==> src/rtl/uce_fabric_pkg.sv <==
`default_nettype none

package uce_fabric_pkg;

  localparam int num_src       = 2;
  localparam int num_tgt       = 3;
  localparam int paddr_width   = 24;
  localparam int dword_width   = 64;
  localparam int dev_id_width  = 4;
  localparam int dev_id_lsb    = 16;
  localparam int dev_off_width = 16;
  localparam int core_id_width = 8;

  // Target slots on the arbiter side
  localparam int tgt_cfg   = 0;
  localparam int tgt_clint = 1;
  localparam int tgt_mem   = 2;

  typedef logic [paddr_width-1:0]     paddr_t;
  typedef logic [dword_width-1:0]     dword_t;
  typedef logic [dev_id_width-1:0]    dev_id_t;
  typedef logic [dev_off_width-1:0]   dev_off_t;
  typedef logic [core_id_width-1:0]   core_id_t;
  typedef logic [$clog2(num_src)-1:0] src_id_t;

  // Address map
  localparam paddr_t  dram_base_addr = 24'h80_0000;
  localparam dev_id_t clint_dev      = 4'd1;
  localparam dev_id_t cfg_dev        = 4'd2;
  localparam dev_id_t mem_dev        = 4'd3;

  localparam dev_off_t clint_msip_off     = 16'h0000;
  localparam dev_off_t clint_mtimecmp_off = 16'h4000;
  localparam dev_off_t clint_mtime_off    = 16'hBFF8;
  localparam dev_off_t cfg_freeze_off     = 16'h0000;
  localparam dev_off_t cfg_core_id_off    = 16'h0008;

  typedef enum logic {read, write} uce_op_e;

  typedef struct packed {
    uce_op_e op;
    paddr_t  addr;
    dword_t  data;
  } uce_cmd_s;

  typedef struct packed {
    uce_op_e op;
    paddr_t  addr;
    dword_t  data;
  } uce_resp_s;

  typedef struct packed {
    logic     freeze;
    core_id_t core_id;
  } cfg_bus_s;

endpackage

`default_nettype wire

==> src/rtl/uce_cmd_arbiter.sv <==
`timescale 1ns/1ns
`default_nettype none

module uce_cmd_arbiter
  import uce_fabric_pkg::*;
(
  input  logic                    clk_i,
  input  logic                    arst_n_i,
  input  uce_cmd_s  [num_src-1:0] src_cmd_i,
  input  logic      [num_src-1:0] src_cmd_v_i,
  output logic      [num_src-1:0] src_cmd_yumi_o,
  output uce_resp_s               src_resp_o,
  output logic      [num_src-1:0] src_resp_v_o,
  input  logic      [num_src-1:0] src_resp_ready_and_i,
  output uce_cmd_s                dev_cmd_o,
  output logic      [num_tgt-1:0] dev_cmd_v_o,
  input  logic      [num_tgt-1:0] dev_cmd_ready_and_i,
  input  uce_resp_s [num_tgt-1:0] dev_resp_i,
  input  logic      [num_tgt-1:0] dev_resp_v_i,
  output logic      [num_tgt-1:0] dev_resp_ready_and_o
);

  typedef enum logic [1:0] {idle, issue, wait_resp, respond} arb_state_e;

  arb_state_e         state_r;
  src_id_t            grant_src_r;
  src_id_t            pick;
  logic [num_tgt-1:0] dst_r;
  logic [num_tgt-1:0] pick_dst;
  logic               grant_v;
  uce_cmd_s           cmd_r;
  uce_resp_s          resp_r;
  uce_resp_s          dev_resp_sel;
  logic               dev_resp_hit;

  // One-hot target select that is all zero for loopback
  function automatic logic [num_tgt-1:0] decode_dst(paddr_t addr);
    logic               is_local;
    dev_id_t            dev;
    logic [num_tgt-1:0] dst;
    is_local       = (addr < dram_base_addr);
    dev            = addr[dev_id_lsb +: dev_id_width];
    dst            = '0;
    dst[tgt_mem]   = ~is_local | (dev == mem_dev);
    dst[tgt_cfg]   = is_local & (dev == cfg_dev);
    dst[tgt_clint] = is_local & (dev == clint_dev);
    return dst;
  endfunction

  assign grant_v  = (state_r == idle) & (|src_cmd_v_i);
  assign pick_dst = decode_dst(src_cmd_i[pick].addr);

  // Round robin between the two sources
  always_comb
  begin
    if (&src_cmd_v_i)
      pick = ~grant_src_r;
    else
      pick = src_cmd_v_i[1];
  end

  always_comb
  begin
    src_cmd_yumi_o = '0;
    src_resp_v_o   = '0;
    src_cmd_yumi_o[pick]      = grant_v;
    src_resp_v_o[grant_src_r] = (state_r == respond);
  end

  always_comb
  begin
    dev_resp_sel = '0;
    dev_resp_hit = 1'b0;
    for (int i = 0; i < num_tgt; i++)
    begin
      if (dst_r[i])
      begin
        dev_resp_sel = dev_resp_i[i];
        dev_resp_hit = dev_resp_v_i[i];
      end
    end
  end

  assign dev_cmd_o            = cmd_r;
  assign dev_cmd_v_o          = (state_r == issue) ? dst_r : '0;
  assign dev_resp_ready_and_o = (state_r == wait_resp) ? dst_r : '0;
  assign src_resp_o           = resp_r;

  always_ff @(posedge clk_i or negedge arst_n_i)
  begin
    if (!arst_n_i)
    begin
      state_r     <= idle;
      grant_src_r <= '1;
      dst_r       <= '0;
    end
    else
    begin
      case (state_r)
        idle:
          if (grant_v)
          begin
            grant_src_r <= pick;
            dst_r       <= pick_dst;
            state_r     <= (|pick_dst) ? issue : respond;
          end
        issue:
          if (|(dev_cmd_ready_and_i & dst_r))
            state_r <= wait_resp;
        wait_resp:
          if (dev_resp_hit)
            state_r <= respond;
        respond:
          if (src_resp_ready_and_i[grant_src_r])
            state_r <= idle;
        default:
          state_r <= idle;
      endcase
    end
  end

  // The loopback answer is loaded at grant and replaced by a target response
  always_ff @(posedge clk_i)
  begin
    if (grant_v)
    begin
      cmd_r  <= src_cmd_i[pick];
      resp_r <= '{op: src_cmd_i[pick].op, addr: src_cmd_i[pick].addr, data: '0};
    end
    else if ((state_r == wait_resp) && dev_resp_hit)
      resp_r <= dev_resp_sel;
  end

endmodule

`default_nettype wire

==> src/rtl/uce_cfg_regs.sv <==
`timescale 1ns/1ns
`default_nettype none

module uce_cfg_regs
  import uce_fabric_pkg::*;
(
  input  logic      clk_i,
  input  logic      arst_n_i,
  input  uce_cmd_s  cmd_i,
  input  logic      cmd_v_i,
  output logic      cmd_ready_and_o,
  output uce_resp_s resp_o,
  output logic      resp_v_o,
  input  logic      resp_ready_and_i,
  output cfg_bus_s  cfg_bus_o
);

  dev_off_t  off;
  logic      cmd_fire;
  logic      wr_en;
  logic      freeze_r;
  core_id_t  core_id_r;
  dword_t    rd_data;
  uce_resp_s resp_r;
  logic      resp_v_r;

  assign cmd_ready_and_o = 1'b1;
  assign cmd_fire        = cmd_v_i & cmd_ready_and_o;
  assign off             = cmd_i.addr[dev_off_width-1:0];
  assign wr_en           = cmd_fire & (cmd_i.op == write);

  always_comb
  begin
    case (off)
      cfg_freeze_off:  rd_data = dword_t'(freeze_r);
      cfg_core_id_off: rd_data = dword_t'(core_id_r);
      default:         rd_data = '0;
    endcase
  end

  always_ff @(posedge clk_i or negedge arst_n_i)
  begin
    if (!arst_n_i)
    begin
      resp_v_r  <= 1'b0;
      freeze_r  <= 1'b1;
      core_id_r <= '0;
    end
    else
    begin
      if (cmd_fire)
        resp_v_r <= 1'b1;
      else if (resp_ready_and_i)
        resp_v_r <= 1'b0;
      if (wr_en && (off == cfg_freeze_off))
        freeze_r <= cmd_i.data[0];
      if (wr_en && (off == cfg_core_id_off))
        core_id_r <= cmd_i.data[core_id_width-1:0];
    end
  end

  always_ff @(posedge clk_i)
  begin
    if (cmd_fire)
      resp_r <= '{op: cmd_i.op, addr: cmd_i.addr, data: wr_en ? '0 : rd_data};
  end

  assign resp_o    = resp_r;
  assign resp_v_o  = resp_v_r;
  assign cfg_bus_o = '{freeze: freeze_r, core_id: core_id_r};

endmodule

`default_nettype wire

==> src/rtl/uce_clint.sv <==
`timescale 1ns/1ns
`default_nettype none

module uce_clint
  import uce_fabric_pkg::*;
(
  input  logic      clk_i,
  input  logic      arst_n_i,
  input  uce_cmd_s  cmd_i,
  input  logic      cmd_v_i,
  output logic      cmd_ready_and_o,
  output uce_resp_s resp_o,
  output logic      resp_v_o,
  input  logic      resp_ready_and_i,
  output logic      timer_irq_o,
  output logic      software_irq_o
);

  dev_off_t  off;
  logic      cmd_fire;
  logic      wr_en;
  dword_t    mtime_r;
  dword_t    mtimecmp_r;
  logic      msip_r;
  dword_t    rd_data;
  uce_resp_s resp_r;
  logic      resp_v_r;

  assign cmd_ready_and_o = 1'b1;
  assign cmd_fire        = cmd_v_i & cmd_ready_and_o;
  assign off             = cmd_i.addr[dev_off_width-1:0];
  assign wr_en           = cmd_fire & (cmd_i.op == write);

  always_comb
  begin
    case (off)
      clint_msip_off:     rd_data = dword_t'(msip_r);
      clint_mtimecmp_off: rd_data = mtimecmp_r;
      clint_mtime_off:    rd_data = mtime_r;
      default:            rd_data = '0;
    endcase
  end

  always_ff @(posedge clk_i or negedge arst_n_i)
  begin
    if (!arst_n_i)
    begin
      resp_v_r   <= 1'b0;
      mtime_r    <= '0;
      mtimecmp_r <= '1;
      msip_r     <= 1'b0;
    end
    else
    begin
      if (cmd_fire)
        resp_v_r <= 1'b1;
      else if (resp_ready_and_i)
        resp_v_r <= 1'b0;

      // A write to mtime takes priority over the tick
      if (wr_en && (off == clint_mtime_off))
        mtime_r <= cmd_i.data;
      else
        mtime_r <= mtime_r + 1'b1;

      if (wr_en && (off == clint_mtimecmp_off))
        mtimecmp_r <= cmd_i.data;
      if (wr_en && (off == clint_msip_off))
        msip_r <= cmd_i.data[0];
    end
  end

  always_ff @(posedge clk_i)
  begin
    if (cmd_fire)
      resp_r <= '{op: cmd_i.op, addr: cmd_i.addr, data: wr_en ? '0 : rd_data};
  end

  assign resp_o         = resp_r;
  assign resp_v_o       = resp_v_r;
  assign timer_irq_o    = (mtime_r >= mtimecmp_r);
  assign software_irq_o = msip_r;

endmodule

`default_nettype wire

==> src/rtl/uce_unicore_lite.sv <==
`timescale 1ns/1ns
`default_nettype none

module uce_unicore_lite
  import uce_fabric_pkg::*;
(
  input  logic                    clk_i,
  input  logic                    arst_n_i,
  input  uce_cmd_s  [num_src-1:0] src_cmd_i,
  input  logic      [num_src-1:0] src_cmd_v_i,
  output logic      [num_src-1:0] src_cmd_yumi_o,
  output uce_resp_s               src_resp_o,
  output logic      [num_src-1:0] src_resp_v_o,
  input  logic      [num_src-1:0] src_resp_ready_and_i,
  output uce_cmd_s                mem_cmd_o,
  output logic                    mem_cmd_v_o,
  input  logic                    mem_cmd_ready_and_i,
  input  uce_resp_s               mem_resp_i,
  input  logic                    mem_resp_v_i,
  output logic                    mem_resp_ready_and_o,
  output cfg_bus_s                cfg_bus_o,
  output logic                    timer_irq_o,
  output logic                    software_irq_o
);

  uce_cmd_s                dev_cmd_lo;
  logic      [num_tgt-1:0] dev_cmd_v_lo;
  logic      [num_tgt-1:0] dev_cmd_ready_and_li;
  uce_resp_s [num_tgt-1:0] dev_resp_li;
  logic      [num_tgt-1:0] dev_resp_v_li;
  logic      [num_tgt-1:0] dev_resp_ready_and_lo;

  uce_cmd_arbiter arb
  (
    .clk_i                (clk_i),
    .arst_n_i             (arst_n_i),
    .src_cmd_i            (src_cmd_i),
    .src_cmd_v_i          (src_cmd_v_i),
    .src_cmd_yumi_o       (src_cmd_yumi_o),
    .src_resp_o           (src_resp_o),
    .src_resp_v_o         (src_resp_v_o),
    .src_resp_ready_and_i (src_resp_ready_and_i),
    .dev_cmd_o            (dev_cmd_lo),
    .dev_cmd_v_o          (dev_cmd_v_lo),
    .dev_cmd_ready_and_i  (dev_cmd_ready_and_li),
    .dev_resp_i           (dev_resp_li),
    .dev_resp_v_i         (dev_resp_v_li),
    .dev_resp_ready_and_o (dev_resp_ready_and_lo)
  );

  uce_cfg_regs cfg
  (
    .clk_i            (clk_i),
    .arst_n_i         (arst_n_i),
    .cmd_i            (dev_cmd_lo),
    .cmd_v_i          (dev_cmd_v_lo[tgt_cfg]),
    .cmd_ready_and_o  (dev_cmd_ready_and_li[tgt_cfg]),
    .resp_o           (dev_resp_li[tgt_cfg]),
    .resp_v_o         (dev_resp_v_li[tgt_cfg]),
    .resp_ready_and_i (dev_resp_ready_and_lo[tgt_cfg]),
    .cfg_bus_o        (cfg_bus_o)
  );

  uce_clint clint
  (
    .clk_i            (clk_i),
    .arst_n_i         (arst_n_i),
    .cmd_i            (dev_cmd_lo),
    .cmd_v_i          (dev_cmd_v_lo[tgt_clint]),
    .cmd_ready_and_o  (dev_cmd_ready_and_li[tgt_clint]),
    .resp_o           (dev_resp_li[tgt_clint]),
    .resp_v_o         (dev_resp_v_li[tgt_clint]),
    .resp_ready_and_i (dev_resp_ready_and_lo[tgt_clint]),
    .timer_irq_o      (timer_irq_o),
    .software_irq_o   (software_irq_o)
  );

  // External memory sits in the last target slot
  assign mem_cmd_o                     = dev_cmd_lo;
  assign mem_cmd_v_o                   = dev_cmd_v_lo[tgt_mem];
  assign dev_cmd_ready_and_li[tgt_mem] = mem_cmd_ready_and_i;
  assign dev_resp_li[tgt_mem]          = mem_resp_i;
  assign dev_resp_v_li[tgt_mem]        = mem_resp_v_i;
  assign mem_resp_ready_and_o          = dev_resp_ready_and_lo[tgt_mem];

endmodule

`default_nettype wire

==> config.mk <==
export PLATFORM = sky130hd
export DESIGN_NAME = uce_unicore_lite
export DESIGN_NICKNAME = d
export VERILOG_FILES = /design/src/rtl/uce_fabric_pkg.sv /design/src/rtl/uce_cmd_arbiter.sv /design/src/rtl/uce_cfg_regs.sv /design/src/rtl/uce_clint.sv /design/src/rtl/uce_unicore_lite.sv
export SDC_FILE = /design/constraint.sdc
export NUM_CORES = 1
export LEC_CHECK = 0
export ABC_AREA = 1
export BUFFER_PORTS_ARGS = -buffer_cell sky130_fd_sc_hd__clkbuf_2
export CORE_MARGIN = 2
export CORE_UTILIZATION = 55
export CTS_CLUSTER_SIZE = 8
export DETAILED_ROUTE_END_ITERATION = 8
export PLACE_DENSITY_LB_ADDON = 0.3
export SLEW_MARGIN = 25
export SYNTH_ARGS = -nofsm -noshare
export SYNTH_HDL_FRONTEND = slang
export SYNTH_SLANG_ARGS = --single-unit
==> constraint.sdc <==
create_clock -name clk_i -period 5.3 [get_ports clk_i]
set_clock_uncertainty 0.2 [all_clocks]
set_input_delay 0.265 -clock clk_i [delete_from_list [all_inputs] [get_ports clk_i]]
set_output_delay 0.265 -clock clk_i [all_outputs]
set_load 0.03 [all_outputs]
Word level (Yosys, flattened, before mapping)
Index checks and enable logic that the tools add are counted.

Register bits after elaboration: 502. Latch bits: 0. Bits in writable memories: 0. Bits in read-only memories: 0. Input port bits: 275. Output and inout port bits: 195. Word-level logic and storage cells: 104. Memories: 0.

Add/subtract/negate cells: 1. Multiply operators: 0. Divide/modulo/power cells: 0. Order comparisons: 6. Equal/unequal tests: 13. Shifts and indexed selects: 0. Muxes and demuxes: 32. Bitwise operators: 11. Reduce and logical (&&, ||, !) cells: 19.

Operators with widths (number): 2-to-1 mux 89 bit (7); one-hot mux 64 bit (3 select lines) (1); adder 64 x 1 -> 64 bit (second input constant) (1); greater-or-equal comparator 64 bit (1); 2-to-1 mux 64 bit (1); < comparator 24 bit (second input constant) (1); == test 16 x 15 -> 1 bit (second input constant) (1); == test 16 bit (second input constant) (1); == test 16 x 4 -> 1 bit (second input constant) (1); logical NOT 16 bit (1); one-hot mux 8 bit (2 select lines) (1); 2-to-1 mux 1 bit (12); 2-to-1 mux 2 bit (5); == test 4 x 2 -> 1 bit (second input constant) (2); logical AND 1 bit (8); one-hot mux 2 bit (4 select lines) (1); 2-to-1 mux 3 bit (2); nonzero test 2 bit (3); OR reduction 3 bit (2); bitwise AND 1 bit (5); bitwise AND 2 bit (2); == test 2 bit (second input constant) (2); == test 4 x 1 -> 1 bit (second input constant) (1); < comparator 1 x 2 -> 1 bit (second input constant) (2); other kinds (12) (18).

Longest topological paths before layout
Depth after elaboration: 11. Depth in mapped cells: 15. Depth with buffers taken out: 15.

Hierarchy
From an unflattened synthesis, not the netlist that was laid out.

Cells, all modules: 3016. Area total of the unflattened synthesis: 24464.7 um2.

Modules (own cells, without submodules): uce_clint (times used 1, cells each 1618, area each 12887.4 um2, seq. area each 6005.8 um2); uce_cmd_arbiter (times used 1, cells each 1227, area each 9541.7 um2, seq. area each 4855.9 um2); uce_cfg_regs (times used 1, cells each 171, area each 2035.7 um2, seq. area each 1242.4 um2).

Worst setup path after synthesis
OpenSTA, ideal clock, no wires.

Path kind: register -> register. Start: reg arb.state_r[0]. End: reg arb.cmd_r, in the netlist arb.dev_cmd_o[0] (enable). Library setup time: 0.488 ns. Arrival: 3.621 ns. Required time: 4.612 ns. Path slack: 0.991 ns. Stages on the path, launching flop included: 6. Path buffers: 1. Clock period less this slack: 4.309 ns. Cells stage by stage: dfrtp_1 inv_1 ha_1 inv_1 a21oi_4 clkbuf_1.

Cells in the longest elaborated chain, start to end: 2.

RTL lines: from (decl) (RTL line uce_cmd_arbiter.sv:25) `arb_state_e state_r;`; from (signal assigned) (RTL line uce_cmd_arbiter.sv:93) `state_r <= idle;`; from (signal assigned) (RTL line uce_cmd_arbiter.sv:105) `state_r <= (|pick_dst) ? issue : respond;`; from (signal assigned) (RTL line uce_cmd_arbiter.sv:109) `state_r <= wait_resp;`; logical NOT 2 bit (RTL line uce_cmd_arbiter.sv:50) `assign grant_v = (state_r == idle) & (|src_cmd_v_i);`; bitwise AND 1 bit (RTL line uce_cmd_arbiter.sv:50); via arb.grant_v (RTL line uce_cmd_arbiter.sv:30) `logic grant_v;`; to (signal assigned) (RTL line uce_cmd_arbiter.sv:127) `cmd_r <= src_cmd_i[pick];`; to (decl) (RTL line uce_cmd_arbiter.sv:31) `uce_cmd_s cmd_r;`.

The timed path passes the listed nets, and every way through them passes these cells. A chain may end at the register's enable or synchronous reset.

Worst setup path in the final report
Start: reg arb.grant_src_r. End: reg arb.resp_r, in the netlist arb.src_resp_o[69], data pin.

Cells in the longest elaborated chain, start to end: 5.

RTL lines: from (decl) (RTL line uce_cmd_arbiter.sv:26) `src_id_t grant_src_r;`; from (signal assigned) (RTL line uce_cmd_arbiter.sv:103) `grant_src_r <= pick;`; inverter 1 bit (RTL line uce_cmd_arbiter.sv:57) `pick = ~grant_src_r;`; 2-to-1 mux 1 bit (RTL line uce_cmd_arbiter.sv:56) `if (&src_cmd_v_i)`; 2-to-1 mux 89 bit (not written as such) (2 in series) (RTL line uce_cmd_arbiter.sv:128) `resp_r <= '{op: src_cmd_i[pick].op, addr: src_cmd_i[pick].addr, data: '0};`; 2-to-1 mux 89 bit (RTL line uce_cmd_arbiter.sv:125) `if (grant_v)`; to (signal assigned) (RTL line uce_cmd_arbiter.sv:128); to (signal assigned) (RTL line uce_cmd_arbiter.sv:131) `resp_r <= dev_resp_sel;`; to (decl) (RTL line uce_cmd_arbiter.sv:32) `uce_resp_s resp_r;`.

No other way between the ends. The select of a mux whose other input is x is not followed.

==> flow_summary_export.csv <==
group,metric,value,unit
critical_path,r2r-start,"arb.grant_src_r",
power_and_ir_drop,cellPowerDensity,397,nW/um^2
cts,clockRootBuffer,"clkbuf_16",
power_and_ir_drop,peakVddDrop,0.246,mV
sta,post-route-period-util,77.9,%
critical_path,ff2ff_path_depth,9,
critical_path,crit_start,"arb.grant_src_r",
global_route,grt_pass1_wl,125000,um
logic_synthesis,synth_nets,2923,
logic_synthesis,synth-main-ff-cell,"edfxtp_1",
drt,drtIter0Drc,2581,
place,dp_hpwl,53200,um
cells_and_area,drive_gt1_share,21.4,%
sta,timing.final.max_slew_violations,0,
global_route,antenna_found_initial,13,
cells_and_area,nNetsFinal,3624,
drt,drc,0,
critical_path,critPathCapture,"arb.src_resp_o[69]",
sta,fmax,0.242,GHz
flow_run,max_cap_viol_count,0,
cts,cts_tree,"built",
cts,clockBufferDepth,3,
global_route,grt_max_degree,122,
sta,timing.setup.tns,0,ns
cells_and_area,areaGrowthSynthToFinish,32.4,%
place,port_buffers,469,
drt,post_drt_wl_per_cell,21.5,um
floorplan,fp.dieH,206,um
sta,finalSetupViolations,0,
floorplan,start_util,56.1,%
logic_synthesis,ys_seq_area_share,54.0,%
critical_path,r2r-end,"arb.src_resp_o[69]",
floorplan,rows,73,
drt,routed_via_density,5.74,
logic_synthesis,synth_top_cell_by_area,"edfxtp_1",
critical_path,path_class,"register to register",
global_route,top_usage_layer,"met2",
critical_path,startpoint_type,"register",
cts,numCtsBuffers,66,
cts,cts_max_level,3,
logic_synthesis,synth_cells,2579,
logic_synthesis,ys_top_cells_by_area,"edfxtp_1 (32%), nand2_1 (14%), dfrtp_1 (8.9%), dfstp_2 (7.7%), dfxtp_1 (5.7%)",
floorplan,io_pins,470,
cts,clock-sinks,446,
cells_and_area,finalNonFillerCells,3869,
critical_path,path_max_fanout,48,
logic_synthesis,synth_seq_cells,446,
sta,slew_headroom,35.6,%
critical_path,required,5.40,ns
logic_synthesis,synth_top_area_share,31.6,%
critical_path,worstSetupEndpointType,"register",
cts,cts_setup_buffers,0,
sta,hold_violations,0,
drt,first_pass_iters,7,
global_route,grt.overflow.total,0,
logic_synthesis,synthArstFlopShare,32.7,%
place,place_congestion,0.962,
sta,tightest_slew,0.966,ns
global_route,grt_pass1_vias,21700,
outcome,outcome,"finished, final reports clean",
floorplan,die_area,42400,um^2
cells_and_area,fin_area,29700,um^2
sta,period_needed,4.13,ns
global_route,use_met2,62.2,%
place,place_area,25100,um^2
global_route,grt_usage,39.1,%
logic_synthesis,synth-warning-count,0,
cts,path_clk_slew,0.05,ns
global_route,grt_use_met1,49.6,%
logic_synthesis,netlist_area,22400,um^2
floorplan,fp.dieW,206,um
floorplan,core_area,40000,um^2
critical_path,reg2reg_slack,1.17,ns
cts,clock_latency,0.59,ns
global_route,use_met3,11.0,%
worst_hold_path,hp-class,"primary input to asynchronous set/reset pin",
sta,holdWs,0.0300,ns
place,dp.cells,3474,
drt,ant_nets,0,
power_and_ir_drop,total_power,0.0118,W
drt,wl,83100,um
drt,vias,22200,
power_and_ir_drop,leakagePower,12.8,nW
sta,rsz0062_at_grt,"false",
logic_synthesis,synth_edf_count,236,
logic_synthesis,synth_cell_types,47,
critical_path,worstPathArrival,4.23,ns
logic_synthesis,syn_avg_cell_area,8.69,um^2
[layout make-up]
class | instances | area [um^2]
Tap cell | 525 | 657
Clock buffer | 115 | 1880
Clock inverter | 6 | 82.6
Fill cell | 2715 | 10300
Multi-Input combinational cell | 1797 | 8960
Inverter | 214 | 808
Sequential cell | 446 | 12100
Timing Repair Buffer | 755 | 5160
Antenna cell | 11 | 27.5
[cells in the mapped netlist, types with 2 or more instances]
cell,n
nand2_1,828
edfxtp_1,236
nor2_1,207
inv_1,203
o21ai_0,176
a21oi_1,169
a22oi_1,89
dfrtp_1,80
ha_1,69
dfstp_2,66
clkbuf_1,65
dfxtp_1,64
nand3_1,63
buf_2,37
a21oi_2,30
nand4_1,28
nor3_1,26
o21ai_1,23
xor2_1,23
buf_1,10
o31ai_1,10
xnor2_1,10
inv_2,9
nor2_4,9
buf_6,7
nand2_2,5
nor2_2,4
nor3_2,4
buf_4,3
clkinv_1,2
nand2_4,2
nand3_2,2
nand3_4,2
nor3_4,2
o211ai_1,2
o21a_1,2
or2_2,2
[state kept, by name, indices dropped and copies added, names as in the netlist, 2 cells and up]
name / cells
arb.src_resp_o: 89
arb.state_r: 2
arb.dev_cmd_o: 89
arb.dst_r: 3
cfg.resp_o: 33
clint.mtime_r: 64
clint.resp_o: 89
clint.mtimecmp_r: 64
cfg.core_id_r: 8
[layer usage]
metal | routed length (um) | part of all wire, %
met5 | 27 | 0.032
met4 | 4120 | 5.0
met3 | 8730 | 11
met2 | 38600 | 46
met1 | 31700 | 38
[cell usage in the layout, fill, tap and decap left out, types with 30 or more instances in the layout]
master and instances:
clkbuf_1 47, nand3_1 63, o21ai_0 176, dfstp_2 66, clkbuf_16 68, dfrtp_1 79
dlygate4sd3_1 263, a22oi_1 89, nor2_1 207, clkbuf_2 468, nand2_1 826, dfxtp_1 64
a21oi_1 169, inv_1 200, a21oi_2 30, ha_1 69, edfxtp_1 236
[report_power, final]
group / internal, W / total (W) / switching, W
registers: 0.00427 / 0.00465 / 0.000377
logic: 0.000922 / 0.00319 / 0.00227
clock network: 0.00240 / 0.00396 / 0.00156
[worst min path at each step]
stage	endpoint	slack (ns)
floorplan	arb.dst_r[0]	-0.23
global placement	clint.mtime_r[49]	0.08
detailed placement	clint.mtime_r[49]	0.09
CTS	arb.dst_r[2]	0.005
global route	arb.dev_cmd_o[81]	0.02
finish	clint.mtime_r[49]	0.03
[cells by family after synthesis]
kind of cell / synth area share [%]
adders and majority gates: 3.85
and+or+nand+nor: 21.7
DFF: 54.0
buffers and inverters: 6.12
AOI/OAI and AO/OA: 13.0
xor gates and xnor gates: 1.29
[through the flow]
| stage | setup slack, ns | util [%] |
|---|---|---|
| finish | 1.17 | 74.2 |
| CTS | 1.26 | 74.1 |
| global placement | 1.91 | 62.6 |
| global route | 1.06 | 74.2 |
| detailed placement | 1.71 | 62.7 |
| floorplan | 0.991 | - |
[critical path, stage by stage, from the launching register on]
cell and delay [ns]:
dfstp_2 0.56, nand2_1 0.10, nand2_4 0.47, clkinv_2 0.79, buf_4 0.56, nand2_1 0.18, nand2_1 0.08, dlygate4sd3_1 0.58
nand2_1 0.09, o31ai_1 0.10
[repair_timing]
item,4_1_cts,5_1_grt
gates resized for setup,0,0
hold buffers,263,0
endpoints found under the hold margin,236,0
Power figures use the tool's default switching activity.
